<file path="config.mk">
export PLATFORM = sky130hd
export DESIGN_NAME = result_assembler
export DESIGN_NICKNAME = d
export VERILOG_FILES = /design/src/source/simd_slice_pkg.sv /design/src/source/result_assembler.sv
export VERILOG_INCLUDE_DIRS = /design/src /design/src/source
export SDC_FILE = /design/constraint.sdc
export NUM_CORES = 1
export LEC_CHECK = 0
export ABC_AREA = 1
export BUFFER_PORTS_ARGS = -buffer_cell sky130_fd_sc_hd__buf_2
export CAP_MARGIN = 20
export CORE_AREA = 2 2 87 89
export DETAILED_ROUTE_END_ITERATION = 8
export DIE_AREA = 0 0 89 91
export PLACE_DENSITY_LB_ADDON = 0.15
export SYNTH_ARGS = -nofsm -noshare
export SYNTH_HDL_FRONTEND = slang
export SYNTH_SLANG_ARGS = --single-unit
</file>
<file path="constraint.sdc">
create_clock -name vclk -period 1.35
set_input_delay 0 -clock vclk [all_inputs]
set_output_delay 0 -clock vclk [all_outputs]
set_load 0.01 [all_outputs]
</file>
<file path="src/source/simd_slice_consts.svh">
// --------------------
// SIMD slice constants
// Datapath width, lane count, FP widths, pipeline depth and canonical NaNs
// --------------------

`ifndef SIMD_SLICE_CONSTS_SVH
`define SIMD_SLICE_CONSTS_SVH

// Datapath
`define SLICE_WIDTH      64
`define SLICE_LANES      4

// Floating-point formats
`define FP32_WIDTH       32
`define FP16_WIDTH       16

// Register stages per lane and in the sideband pipeline
`define SLICE_PIPE_REGS  2

// Canonical quiet NaNs
`define FP32_QNAN        32'h7fc0_0000
`define FP16_QNAN        16'h7e00

`endif
</file>
<file path="src/source/simd_slice_pkg.sv">
`default_nettype none

// --------------------
// SIMD slice package
// Vector typedefs and enums shared by the slice and its testbench
// --------------------

`include "simd_slice_consts.svh"

package simd_slice_pkg;

  // --------------------
  // Vector types
  // --------------------
  typedef logic [`SLICE_WIDTH-1:0] word_t;      // Operand or result word
  typedef logic [`FP32_WIDTH-1:0]  elem_t;      // One lane element
  typedef logic [`SLICE_LANES-1:0] lane_mask_t; // One bit per lane
  typedef logic [4:0]              status_t;    // NV, DZ, OF, UF, NX
  typedef logic [7:0]              tag_t;

  // Position of the invalid-operation flag in status_t
  localparam int unsigned STATUS_NV = 4;

  // --------------------
  // Encodings
  // --------------------
  typedef enum logic {
    FMT_FP32,
    FMT_FP16
  } fmt_e;

  typedef enum logic [1:0] {
    OP_SGNJ,
    OP_SGNJN,
    OP_SGNJX,
    OP_MINMAX   // op_mod_i selects max
  } op_e;

endpackage

`default_nettype wire

</file>
<file path="src/source/result_assembler.sv">
`default_nettype none

// --------------------
// Result assembler
// Packs lane results into the output word with NaN-boxing
// and merges the lane status flags
// --------------------

`include "simd_slice_consts.svh"

module result_assembler import simd_slice_pkg::*; (
  input  elem_t   [`SLICE_LANES-1:0] lane_results_i,
  input  status_t [`SLICE_LANES-1:0] lane_status_i,
  input  fmt_e                       out_fmt_i,
  input  logic                       out_vector_i,
  input  lane_mask_t                 out_mask_i,
  output word_t                      result_o,
  output status_t                    status_o
);

  localparam int unsigned FP32_SLOTS = `SLICE_WIDTH / `FP32_WIDTH;
  localparam int unsigned FP16_SLOTS = `SLICE_WIDTH / `FP16_WIDTH;

  // --------------------
  // Result packing
  // --------------------
  always_comb begin
    result_o = '1;                      // Unused upper bits stay NaN-boxed
    if (out_fmt_i == FMT_FP16) begin
      if (out_vector_i) begin
        for (int unsigned l = 0; l < FP16_SLOTS; l++) begin
          result_o[l*`FP16_WIDTH +: `FP16_WIDTH] = lane_results_i[l][`FP16_WIDTH-1:0];
        end
      end else begin
        result_o[`FP16_WIDTH-1:0] = lane_results_i[0][`FP16_WIDTH-1:0];
      end
    end else begin
      if (out_vector_i) begin
        for (int unsigned l = 0; l < FP32_SLOTS; l++) begin
          result_o[l*`FP32_WIDTH +: `FP32_WIDTH] = lane_results_i[l];
        end
      end else begin
        result_o[`FP32_WIDTH-1:0] = lane_results_i[0];
      end
    end
  end

  // --------------------
  // Status collapse
  // --------------------
  // Only lanes that held the item contribute
  always_comb begin
    status_t acc;
    acc = '0;
    for (int unsigned l = 0; l < `SLICE_LANES; l++) begin
      if (out_mask_i[l]) begin
        acc |= lane_status_i[l];
      end
    end
    status_o = acc;
  end

endmodule

`default_nettype wire

</file>
== Word level (Yosys, flattened, before mapping) ==
Index checks and enable logic that the tools add are counted.

* ROM bits: 0
* Memories kept: 0
* Latch bits: 0
* Output and inout bits: 69
* Memory bits (writable): 0
* Input bits: 154
* Bits in registers: 0

* $lt $le $gt $ge: 0
* Add/subtract/negate cells: 0
* Divide/modulo/power cells: 0
* Eq/ne operators: 0
* Bitwise gates (word level): 3
* Multipliers: 0
* Shift operators: 0
* Reductions and logical operators: 0
* Multiplexer cells: 7

{| class="wikitable"
|+ Operators by type and width
! operator !! number
|-
| 64-bit two-way mux || 1
|-
| 48-bit two-way mux || 1
|-
| 32-bit two-way mux || 1
|-
| 5-bit two-way mux || 4
|-
| 5-bit OR || 3
|}

== Logic depth before layout (Yosys ltp) ==
* Depth in word-level cells: 7
* Mapped depth: 5

== Worst setup path after synthesis ==
OpenSTA, ideal clock, no wires.

* Path kind: in2out
* Start: input out_vector_i
* End: output result_o[34]
* Buffers on the path: 2
* Stages on the path: 5
* Slack: 837 ps
* Arrival: 513 ps
* Data required time: 1350 ps
* Cell sequence: buf_2 buf_4 nand2_1 nand2_1 nand2_1

* Cells in the longest elaborated chain, start to end: 2

{| class="wikitable"
|+ RTL lines
! element !! RTL line !! text
|-
| start: declaration || result_assembler.sv:15 || <nowiki>input logic out_vector_i,</nowiki>
|-
| 32-bit two-way mux / 48-bit two-way mux (equally long branches) || result_assembler.sv:38, result_assembler.sv:30 ||
|-
| 64-bit two-way mux * || result_assembler.sv:29 || <nowiki>if (out_fmt_i == FMT_FP16) begin</nowiki>
|-
| end: declaration || result_assembler.sv:17 || <nowiki>output word_t result_o,</nowiki>
|}

Mark *: on every way between the ends. The rest lies on a longest branch, timed or not.

== Worst setup path in the final report ==
* Start: input out_fmt_i
* End: output result_o[28]

* Cells in the longest elaborated chain, start to end: 1

{| class="wikitable"
|+ RTL lines
! element !! RTL line !! text
|-
| start: declaration || result_assembler.sv:14 || <nowiki>input fmt_e out_fmt_i,</nowiki>
|-
| 64-bit two-way mux || result_assembler.sv:29 ||
|}

Every way passes these cells.

==> reports/qor.yml <==
sta:
  fin_setup_tns_ns: 0
  period_share_pct: 62.75
  whs_ns: 0.000003919
  final_max_slew_viol_count: 0
  fin_crit_ns: 0.8472
  rsz0062_at_grt: "no"
  worst_pin_slew_ns: 0.3453
  slew_headroom_pct: 76.98
  setup_viol: 0
  final_hold_viol_count: 0
  timing.fmax_mhz: 1180
hold_path:
  hold_path_end: "result_o[7]"
  worstHoldStart: "lane_results_i[7]"
  hold_class: "in2out"
  min_delay_path_depth: 0
grt:
  grt_max_degree: 49
  grt_pass1_vias: 1698
  track_usage_pct: 10.47
  overflow: 0
  grt_pass1_wl_um: 7224
  grt_antenna_before_repair: 0
clocking:
  hold_buffers: 0
  cts_setup_buffers: 0
  cts_resized: 0
worst_setup_path:
  worstSetupStartpointType: "input pin"
  cp.required_ns: 1.35
  worst-path-buf-inv: 4
  cp_top_family: "buffers and inverters"
  cpMaxStageDelayCell: "buf_12"
  worstPathArrival_ns: 0.85
  critPathKind: "in2out"
  endpoint_kind: "output port"
  cp_cell_sequence: "buf_2 -> inv_2 -> buf_12 -> nand2_1 -> nand2_1 -> buf_2"
  critPathMaxStageDelay_ns: 0.23
  critPathMaxFanout: 36
placement:
  place_hpwl_um: 3737
  gp_congestion: 0.7472
  port_buffers: 159
  dp.cells: 516
logic_synthesis:
  synthCells: 285
  seq_area_frac_synth_pct: 0
  syn-cell-area_um2: 1177
  yosys.area.top_type: "nand2_1"
  syn_avg_cell_area_um2: 4.131
  mappedNetlistNets: 439
  yosys.area.top_type_share_pct: 62.17
  synth_area_leaders: "nand2_1 (62%), buf_4 (13%), inv_1 (13%)"
  yosys_warnings: 0
  synth_cell_types: 7
outcome:
  status: "finished, final reports clean"
routing:
  wirelength_um: 4796
  viasPerCell: 3.709
  vias: 1914
  drc: 0
  drt_iter0_drc: 66
  wl_per_cell_um: 9.295
  firstDrtPassIters: 4
  final_antenna_net_count: 0
pwr:
  leakage_nw: 1.421
  p_per_area_nw_per_um2: 321.0
  irDropWorstVdd_v: 0.0001554
cells_and_area:
  fin_cells: 516
  area_delta_synth_final_pct: 65.46
  n_antenna_cell: 0
  flops_and_latches: 0
  ff_latch_area_um2: 0
  final_common_cell: "nand2_1"
  clkbuf_count: 0
  nFillCells: 889
  final_net_count: 573
  drive_gt1_share_pct: 39.33
  final_cell_mix: "nand2_1 (195), buf_2 (159), inv_1 (42), nand3_1 (16)"
die:
  fp.dieW_um: 89
  die_h_um: 91
  ios: 223
  core_um2: 7137
  initial_core_util_pct: 16.50
  fp-row-count: 31
  die_area_um2: 8099
flow_run:
  maxCapViolCount: 0
[cell usage after synthesis (all sizes together)]
| library cell | number |
|---|---|
| buf | 28 |
| clkbuf | 3 |
| inv | 43 |
| nand2 | 195 |
| nand3 | 16 |
[stage by stage]
step | setup WS, ns | cell area, um^2 | power (mW) | utilization [%]
global placement | 0.4854 | 1948 | 0.6349 | 27.30
finish | 0.5028 | 1948 | 0.6253 | 27.30
floorplan | 0.8371 | 1177 | 0.3690 | -
global route | 0.4086 | 1948 | 0.7130 | 27.30
CTS | 0.4835 | 1948 | 0.6372 | 27.30
detailed placement | 0.4845 | 1948 | 0.6339 | 27.30
[layer usage]
| layer | GRT usage (%) | wire, um | vias up |
|---|---|---|---|
| met5 | 0 | 0 | - |
| met4 | 0.3731 | 14 | 0 |
| met3 | 1.000 | 445 | 2 |
| met2 | 20.21 | 2338 | 88 |
| met1 | 12.85 | 1996 | 759 |
| li1 | - | - | 1065 |
[layout make-up]
| type | instances | area (um^2) | share of cell area [%] |
|---|---|---|---|
| Multi-Input combinational cell | 211 | 812.0 | 41.68 |
| Inverter | 43 | 161.4 | 8.285 |
| Tap cell | 99 | 123.9 | 6.358 |
| Timing Repair Buffer | 163 | 850.8 | 43.67 |
[kinds of logic after synthesis]
group,share of synthesized area (%)
buffers and inverters,31.03
AND/OR/NAND/NOR,68.97
[where the power goes]
| part | switching (mW) | leakage (nW) | internal, mW |
|---|---|---|---|
| Sequential | 0 | 0 | 0 |
| Combinational | 0.333 | 1.42 | 0.292 |
| Clock | 0 | 0 | 0 |
[worst max path at each step]
| stage | from | endpoint | slack [ns] | cells past startpoint |
|---|---|---|---|---|
| 3_5_place_dp | out_fmt_i | result_o[28] | 0.48 | 6 |
| 4_1_cts | out_fmt_i | result_o[28] | 0.48 | 6 |
| 6_report | out_fmt_i | result_o[28] | 0.50 | 6 |
| 3_3_place_gp | out_fmt_i | result_o[49] | 0.49 | 6 |
| 5_1_grt | out_fmt_i | result_o[43] | 0.41 | 6 |
| 2_1_floorplan | out_vector_i | result_o[34] | 0.84 | 5 |
(Power assumes the default switching activity.)
