## src/source/simd_slice_consts.svh

```systemverilog
// --------------------
// SIMD slice constants
// Datapath width, lane count, FP widths, pipeline depth and canonical NaNs
// --------------------

`ifndef SIMD_SLICE_CONSTS_SVH
`define SIMD_SLICE_CONSTS_SVH

// Datapath
`define SLICE_WIDTH      64
`define SLICE_LANES      4

// Floating-point formats
`define FP32_WIDTH       32
`define FP16_WIDTH       16

// Register stages per lane and in the sideband pipeline
`define SLICE_PIPE_REGS  2

// Canonical quiet NaNs
`define FP32_QNAN        32'h7fc0_0000
`define FP16_QNAN        16'h7e00

`endif
```

## src/source/simd_slice_pkg.sv

```systemverilog
`default_nettype none

// --------------------
// SIMD slice package
// Vector typedefs and enums shared by the slice and its testbench
// --------------------

`include "simd_slice_consts.svh"

package simd_slice_pkg;

  // --------------------
  // Vector types
  // --------------------
  typedef logic [`SLICE_WIDTH-1:0] word_t;      // Operand or result word
  typedef logic [`FP32_WIDTH-1:0]  elem_t;      // One lane element
  typedef logic [`SLICE_LANES-1:0] lane_mask_t; // One bit per lane
  typedef logic [4:0]              status_t;    // NV, DZ, OF, UF, NX
  typedef logic [7:0]              tag_t;

  // Position of the invalid-operation flag in status_t
  localparam int unsigned STATUS_NV = 4;

  // --------------------
  // Encodings
  // --------------------
  typedef enum logic {
    FMT_FP32,
    FMT_FP16
  } fmt_e;

  typedef enum logic [1:0] {
    OP_SGNJ,
    OP_SGNJN,
    OP_SGNJX,
    OP_MINMAX   // op_mod_i selects max
  } op_e;

endpackage

`default_nettype wire

```

## src/source/sideband_pipe.sv

```systemverilog
`default_nettype none

// --------------------
// Sideband pipeline
// Carries format, vector flag, lane mask and tag in lockstep with lane 0
// --------------------

`include "simd_slice_consts.svh"

module sideband_pipe import simd_slice_pkg::*; (
  input  logic       clk_i,
  input  logic       rst_n_i,
  input  fmt_e       fmt_i,
  input  logic       vectorial_op_i,
  input  tag_t       tag_i,
  input  lane_mask_t lane_mask_i,
  input  logic       in_valid_i,
  input  logic       flush_i,
  input  logic       out_ready_i,
  output fmt_e       out_fmt_o,
  output logic       out_vector_o,
  output lane_mask_t out_mask_o,
  output tag_t       tag_o
);

  localparam int unsigned SB_W = $bits(fmt_e) + 1 + $bits(lane_mask_t) + $bits(tag_t);

  logic [0:`SLICE_PIPE_REGS]           sb_valid_q;
  logic [0:`SLICE_PIPE_REGS]           sb_ready;
  logic [0:`SLICE_PIPE_REGS][SB_W-1:0] sb_data_q;
  logic                                out_fmt_bit;

  assign sb_valid_q[0] = in_valid_i;
  assign sb_data_q[0]  = {fmt_i, vectorial_op_i, lane_mask_i, tag_i};

  // Same advance rule as the lanes
  for (genvar i = 0; i < `SLICE_PIPE_REGS; i++) begin : gen_stages
    assign sb_ready[i] = sb_ready[i+1] | ~sb_valid_q[i+1];

    always_ff @(posedge clk_i or negedge rst_n_i) begin
      if (!rst_n_i) begin
        sb_valid_q[i+1] <= 1'b0;
      end else if (flush_i) begin
        sb_valid_q[i+1] <= 1'b0;
      end else if (sb_ready[i]) begin
        sb_valid_q[i+1] <= sb_valid_q[i];
      end
    end

    always_ff @(posedge clk_i) begin
      if (sb_ready[i] && sb_valid_q[i]) begin
        sb_data_q[i+1] <= sb_data_q[i];
      end
    end
  end

  assign sb_ready[`SLICE_PIPE_REGS] = out_ready_i;

  // --------------------
  // Output decode
  // --------------------
  assign {out_fmt_bit, out_vector_o, out_mask_o, tag_o} = sb_data_q[`SLICE_PIPE_REGS];
  assign out_fmt_o = fmt_e'(out_fmt_bit);

endmodule

`default_nettype wire

```

## config.mk

```make
export PLATFORM = sky130hd
export DESIGN_NAME = sideband_pipe
export DESIGN_NICKNAME = d
export VERILOG_FILES = /design/src/source/simd_slice_pkg.sv /design/src/source/sideband_pipe.sv
export VERILOG_INCLUDE_DIRS = /design/src /design/src/source
export SDC_FILE = /design/constraint.sdc
export NUM_CORES = 1
export LEC_CHECK = 0
export BUFFER_PORTS_ARGS = -buffer_cell sky130_fd_sc_hd__buf_2
export CORE_UTILIZATION = 43
export CTS_CLUSTER_SIZE = 28
export DETAILED_ROUTE_END_ITERATION = 10
export GPL_ROUTABILITY_DRIVEN = 0
export HOLD_SLACK_MARGIN = 0.12
export MAX_ROUTING_LAYER = met4
export PLACE_DENSITY = 0.73
export SLEW_MARGIN = 20
export SYNTH_ARGS = -nofsm -noshare
export SYNTH_HDL_FRONTEND = slang
export SYNTH_SLANG_ARGS = --single-unit
```

## constraint.sdc

```tcl
create_clock -name clk_i -period 1.2 [get_ports clk_i]
set_input_delay 0.12 -clock clk_i [delete_from_list [all_inputs] [get_ports clk_i]]
set_output_delay 0.12 -clock clk_i [all_outputs]
set_load 0.01 [all_outputs]
```

After elaboration in Yosys (flattened, before gate mapping)

Index checks and enable logic that the tools add are counted.
W data, S select, Z words.

Bits in registers: 30
Bits in latches: 0
Bits in writable memories: 0
ROM bits: 0
Bits of input ports: 19
Output and inout port bits: 14
Logic and storage cells: 16
Memories: 0

$add $sub $neg: 0
Multiply operators: 0
Div/mod/pow operators: 0
Order comparisons: 0
Eq/ne operators: 0
Shifts and indexed selects: 0
Mux-type cells: 4
Bitwise gates (word level): 4
Reductions and logical operators: 4

Operator list:

| kind                | count |
|---|---|
| $mux W1             | 4 |
| $reduce_bool A2 Y1  | 2 |
| $logic_and A1 B1 Y1 | 2 |
| $not A1 Y1          | 2 |
| $or A1 B1 Y1        | 2 |

Logic depth before layout (Yosys ltp)

Depth in word-level cells: 5
Gate-level depth with buffers: 2
Gate-level depth less buffers: 2

Least setup slack after synthesis

OpenSTA, ideal clock, no wires.

Path kind: reg2reg
Start point: reg sb_valid_q[1] (netlist bit)
End point: reg sb_data_q[14] (netlist bit) (enable)
Setup time: 364 ps
Arrival time: 847 ps
Required time: 836 ps
Slack: -11 ps
Stages on the path, launching flop included: 3
Path buffers: 0
Clock period less this slack: 1211 ps
Cells stage by stage: dfrtp_1 -> inv_1 -> o21a_1

Longest elaborated chain between the ends: 3

Ends and longest elaborated chain:

| element                           | line                | source |
|---|---|---|
| from (decl)                       | sideband_pipe.sv:28 | `` logic [0:`SLICE_PIPE_REGS] sb_valid_q; `` |
| from (signal, indexed assignment) | sideband_pipe.sv:46 | `sb_valid_q[i+1] <= sb_valid_q[i];` |
| $not A1 Y1                        | sideband_pipe.sv:38 | `assign sb_ready[i] = sb_ready[i+1] \| ~sb_valid_q[i+1];` |
| $or A1 B1 Y1                      | sideband_pipe.sv:38 |  |
| $logic_and A1 B1 Y1               | sideband_pipe.sv:51 | `if (sb_ready[i] && sb_valid_q[i]) begin` |
| to (signal, indexed assignment)   | sideband_pipe.sv:52 | `sb_data_q[i+1] <= sb_data_q[i];` |
| to (decl)                         | sideband_pipe.sv:30 | `` logic [0:`SLICE_PIPE_REGS][SB_W-1:0] sb_data_q; `` |

No other way between the ends.
A chain may end at the register's enable or synchronous reset.

Worst setup path after layout

Start point: in out_ready_i
End point: reg sb_data_q[20] (netlist bit) (enable)

Longest elaborated chain between the ends: 3

Ends and longest elaborated chain:

| element                    | line                | source |
|---|---|---|
| from (decl)                | sideband_pipe.sv:19 | `input logic out_ready_i,` |
| $or A1 B1 Y1 (2 in series) | sideband_pipe.sv:38 |  |
| $logic_and A1 B1 Y1        | sideband_pipe.sv:51 |  |

No other way between the ends.

==> metrics.yaml <==
io_buffers: 32
holdBufCountCts: 18
finClkSkew_ns: 0.00421
max_cap_violations: 0
r2r_slack_ns: 0.11
p_leak_uw: 0.000573
syn-num-nets: 68
grt_pass1_wl_mm: 2.10
grt_util_met1: 0.112
cp-end-kind: "flop"
ys.flop_type: "edfxtp_1"
fin_crit_ns: 1.18
worstHoldPathType: "input pin to flop"
synth-edff-count: 28
rsz0062_at_grt: "no"
cp_data_arrival_time_ns: 1.27
slew_viol_final: 0
worstReg2RegStart: "sb_valid_q[1]$_DFFE_PN0P_"
synth_area_sq_um: 1040
die_area_sq_um: 2620
synthCells: 49
grt_max_degree: 15
vdd_ir_drop_max_mv: 0.986
synth.most_common_cell: "edfxtp_1"
drive_above_1_share: 0.464
async_reset_ff_frac: 0.0667
worst_slew_pin_slew_ns: 0.173
wl_per_cell_um: 11.2
dp_slack_ns: 0.125
clkTransAtPathRegs_ns: 0.08
grt_pass1_vias: 514
clock_latency_ns: 0.32
synth_cell_types: 10
top_level_ports: 33
cts_sinks: 30
synth_top_area_share: 0.810
cp-start-kind: "input pin"
nFillCells: 193
post_cts.repair.setup_buffers: 0
power.density_nw_per_um2: 1380
slew_headroom: 0.884
ant_nets: 0
p_int_uw: 1590
antenna_cells: 0
vias_per_cell: 4.20
fmax_mhz: 845
htree_levels: 2
synth.yosys.seq_area_share: 0.858
seq_area_sq_um: 891
grt_overflow: 0
use_met2: 0.217
clk_path_buf_depth: 2
fp.coreArea_sq_um: 2250
multi_input_area_sq_um: 55.1
wirelength_mm: 1.41
power_switching_uw: 384
antenna_found_initial: 0
ys_ff_latch: 30
synth_top_cell_by_area: "edfxtp_1"
ys_warn_count: 0
cts_tree: "yes"
cts_inserted_buffers: 5
drc: 0
gr-max-usage-layer: "met2"
start_util: 0.461
clkPwrFrac: 0.300
first_pass_iters: 1
syn_to_final_growth_pct: 37.2
r2r_end: "sb_data_q[20]$_DFFE_PP_"
cp_max_fo: 14
fp.dieH_um: 51.1
grt_use_met3: 0.0744
dieWidth_um: 51.1
rows: 17
cts_resized: 0
grt_use_total: 0.130
root_buffer: "clkbuf_4"
avgSynthCellArea_sq_um: 21.2
final.setup.worst_slack_ns: 0.0170
post-route-period-util: 0.986
crit_required_ns: 1.28
seq_power_share: 0.619
p_comb_frac: 0.081
cp-endpoint: "sb_data_q[20]$_DFFE_PP_"
hold_viol_final: 0
vias: 525
swShare: 0.195
setup_viol: 0
worst-setup-path-type: "input pin to flop"
drt_iter0_drc: 0
r2r_cells: 3
synthTopCellsByCount: "28 x edfxtp_1, 12 x buf_4, 2 x dfrtp_1"
final.setup.tns_ns: 0
fin_nets: 115
netlist_top_cells_area: "edfxtp_1 81%, buf_4 8.7%, dfrtp_1 4.8%"
crit_start: "out_ready_i"
outcome: "finished, final reports clean"
==> through the flow <==
step	cell area (sq um)	instances	util	hold WS [ns]	power [uW]
floorplan	1040	49	-	-0.176	1310
global placement	1180	99	0.526	-0.0958	1350
detailed placement	1180	99	0.526	-0.0904	1360
CTS	1430	125	0.632	0.146	1990
global route	1430	125	0.632	0.142	2050
finish	1430	125	0.632	0.148	1970
==> power by group through the flow <==
stage	registers [uW]	clock network, uW	logic (uW)
after global routing	1230	648	171
final	1220	591	159
after floorplan	1240	0	62.6
after detailed placement	1250	0	116
after CTS	1220	608	160
after global placement	1240	0	112
==> logic make-up (layout without fill, tap and decap cells) <==
group                  Yosys count  after routing  synth area share
flip-flops                      30             30             0.858
buffers and inverters           13             61            0.0904
AO/OA/AOI/OAI                    3              3            0.0241
AND/OR/NAND/NOR                  3              3            0.0277
==> registers in the layout, summed over array words and instances (netlist names) <==
| name | count |
|---|---|
| sb_valid_q | 2 |
| sb_data_q | 14 |
| out_vector_o | 1 |
| tag_o | 8 |
| out_fmt_o | 1 |
| out_mask_o | 4 |
==> how the worst min path moves through the flow <==
stage                                           end  cells past startpoint  startpoint
final                     sb_valid_q[1]$_DFFE_PN0P_                      3  in_valid_i
after global routing      sb_valid_q[1]$_DFFE_PN0P_                      3  in_valid_i
after CTS                 sb_valid_q[1]$_DFFE_PN0P_                      3  in_valid_i
after detailed placement  sb_valid_q[2]$_DFFE_PN0P_                      1     rst_n_i
after global placement    sb_valid_q[1]$_DFFE_PN0P_                      1     rst_n_i
after floorplan           sb_valid_q[1]$_DFFE_PN0P_                      0     rst_n_i
==> final cells by class <==
cell class | count | share of cell area
Clock buffer | 7 | 0.0386
Tap cell | 28 | 0.0246
Sequential cell | 30 | 0.625
Clock inverter | 1 | 0.00351
Timing Repair Buffer | 52 | 0.267
Inverter | 1 | 0.00263
Multi-Input combinational cell | 6 | 0.0386
==> worst max-delay path: stages <==
cell           delay, ns
dlygate4sd3_1       0.52
buf_2               0.11
nand2b_4            0.14
o21a_2              0.22
buf_12              0.15
==> cell usage in the layout, fill, tap and decap left out, drive strengths merged <==
| cell type | instances |
|---|---|
| clkbuf | 7 |
| clkinv | 1 |
| inv | 1 |
| and2 | 1 |
| nand2b | 1 |
| edfxtp | 28 |
| a21oi | 1 |
| buf | 34 |
| dlygate4sd3 | 18 |
| dfrtp | 2 |
| or2b | 1 |
| o21a | 1 |
| o31ai | 1 |
==> routing by layer <==
layer	share of wire	up-vias	routed length, um
li1	-	262	-
met1	0.37	232	524
met2	0.52	27	732
met3	0.089	4	125
met4	0.016	0	23
met5	0	-	0
(Power assumes the default switching activity.)
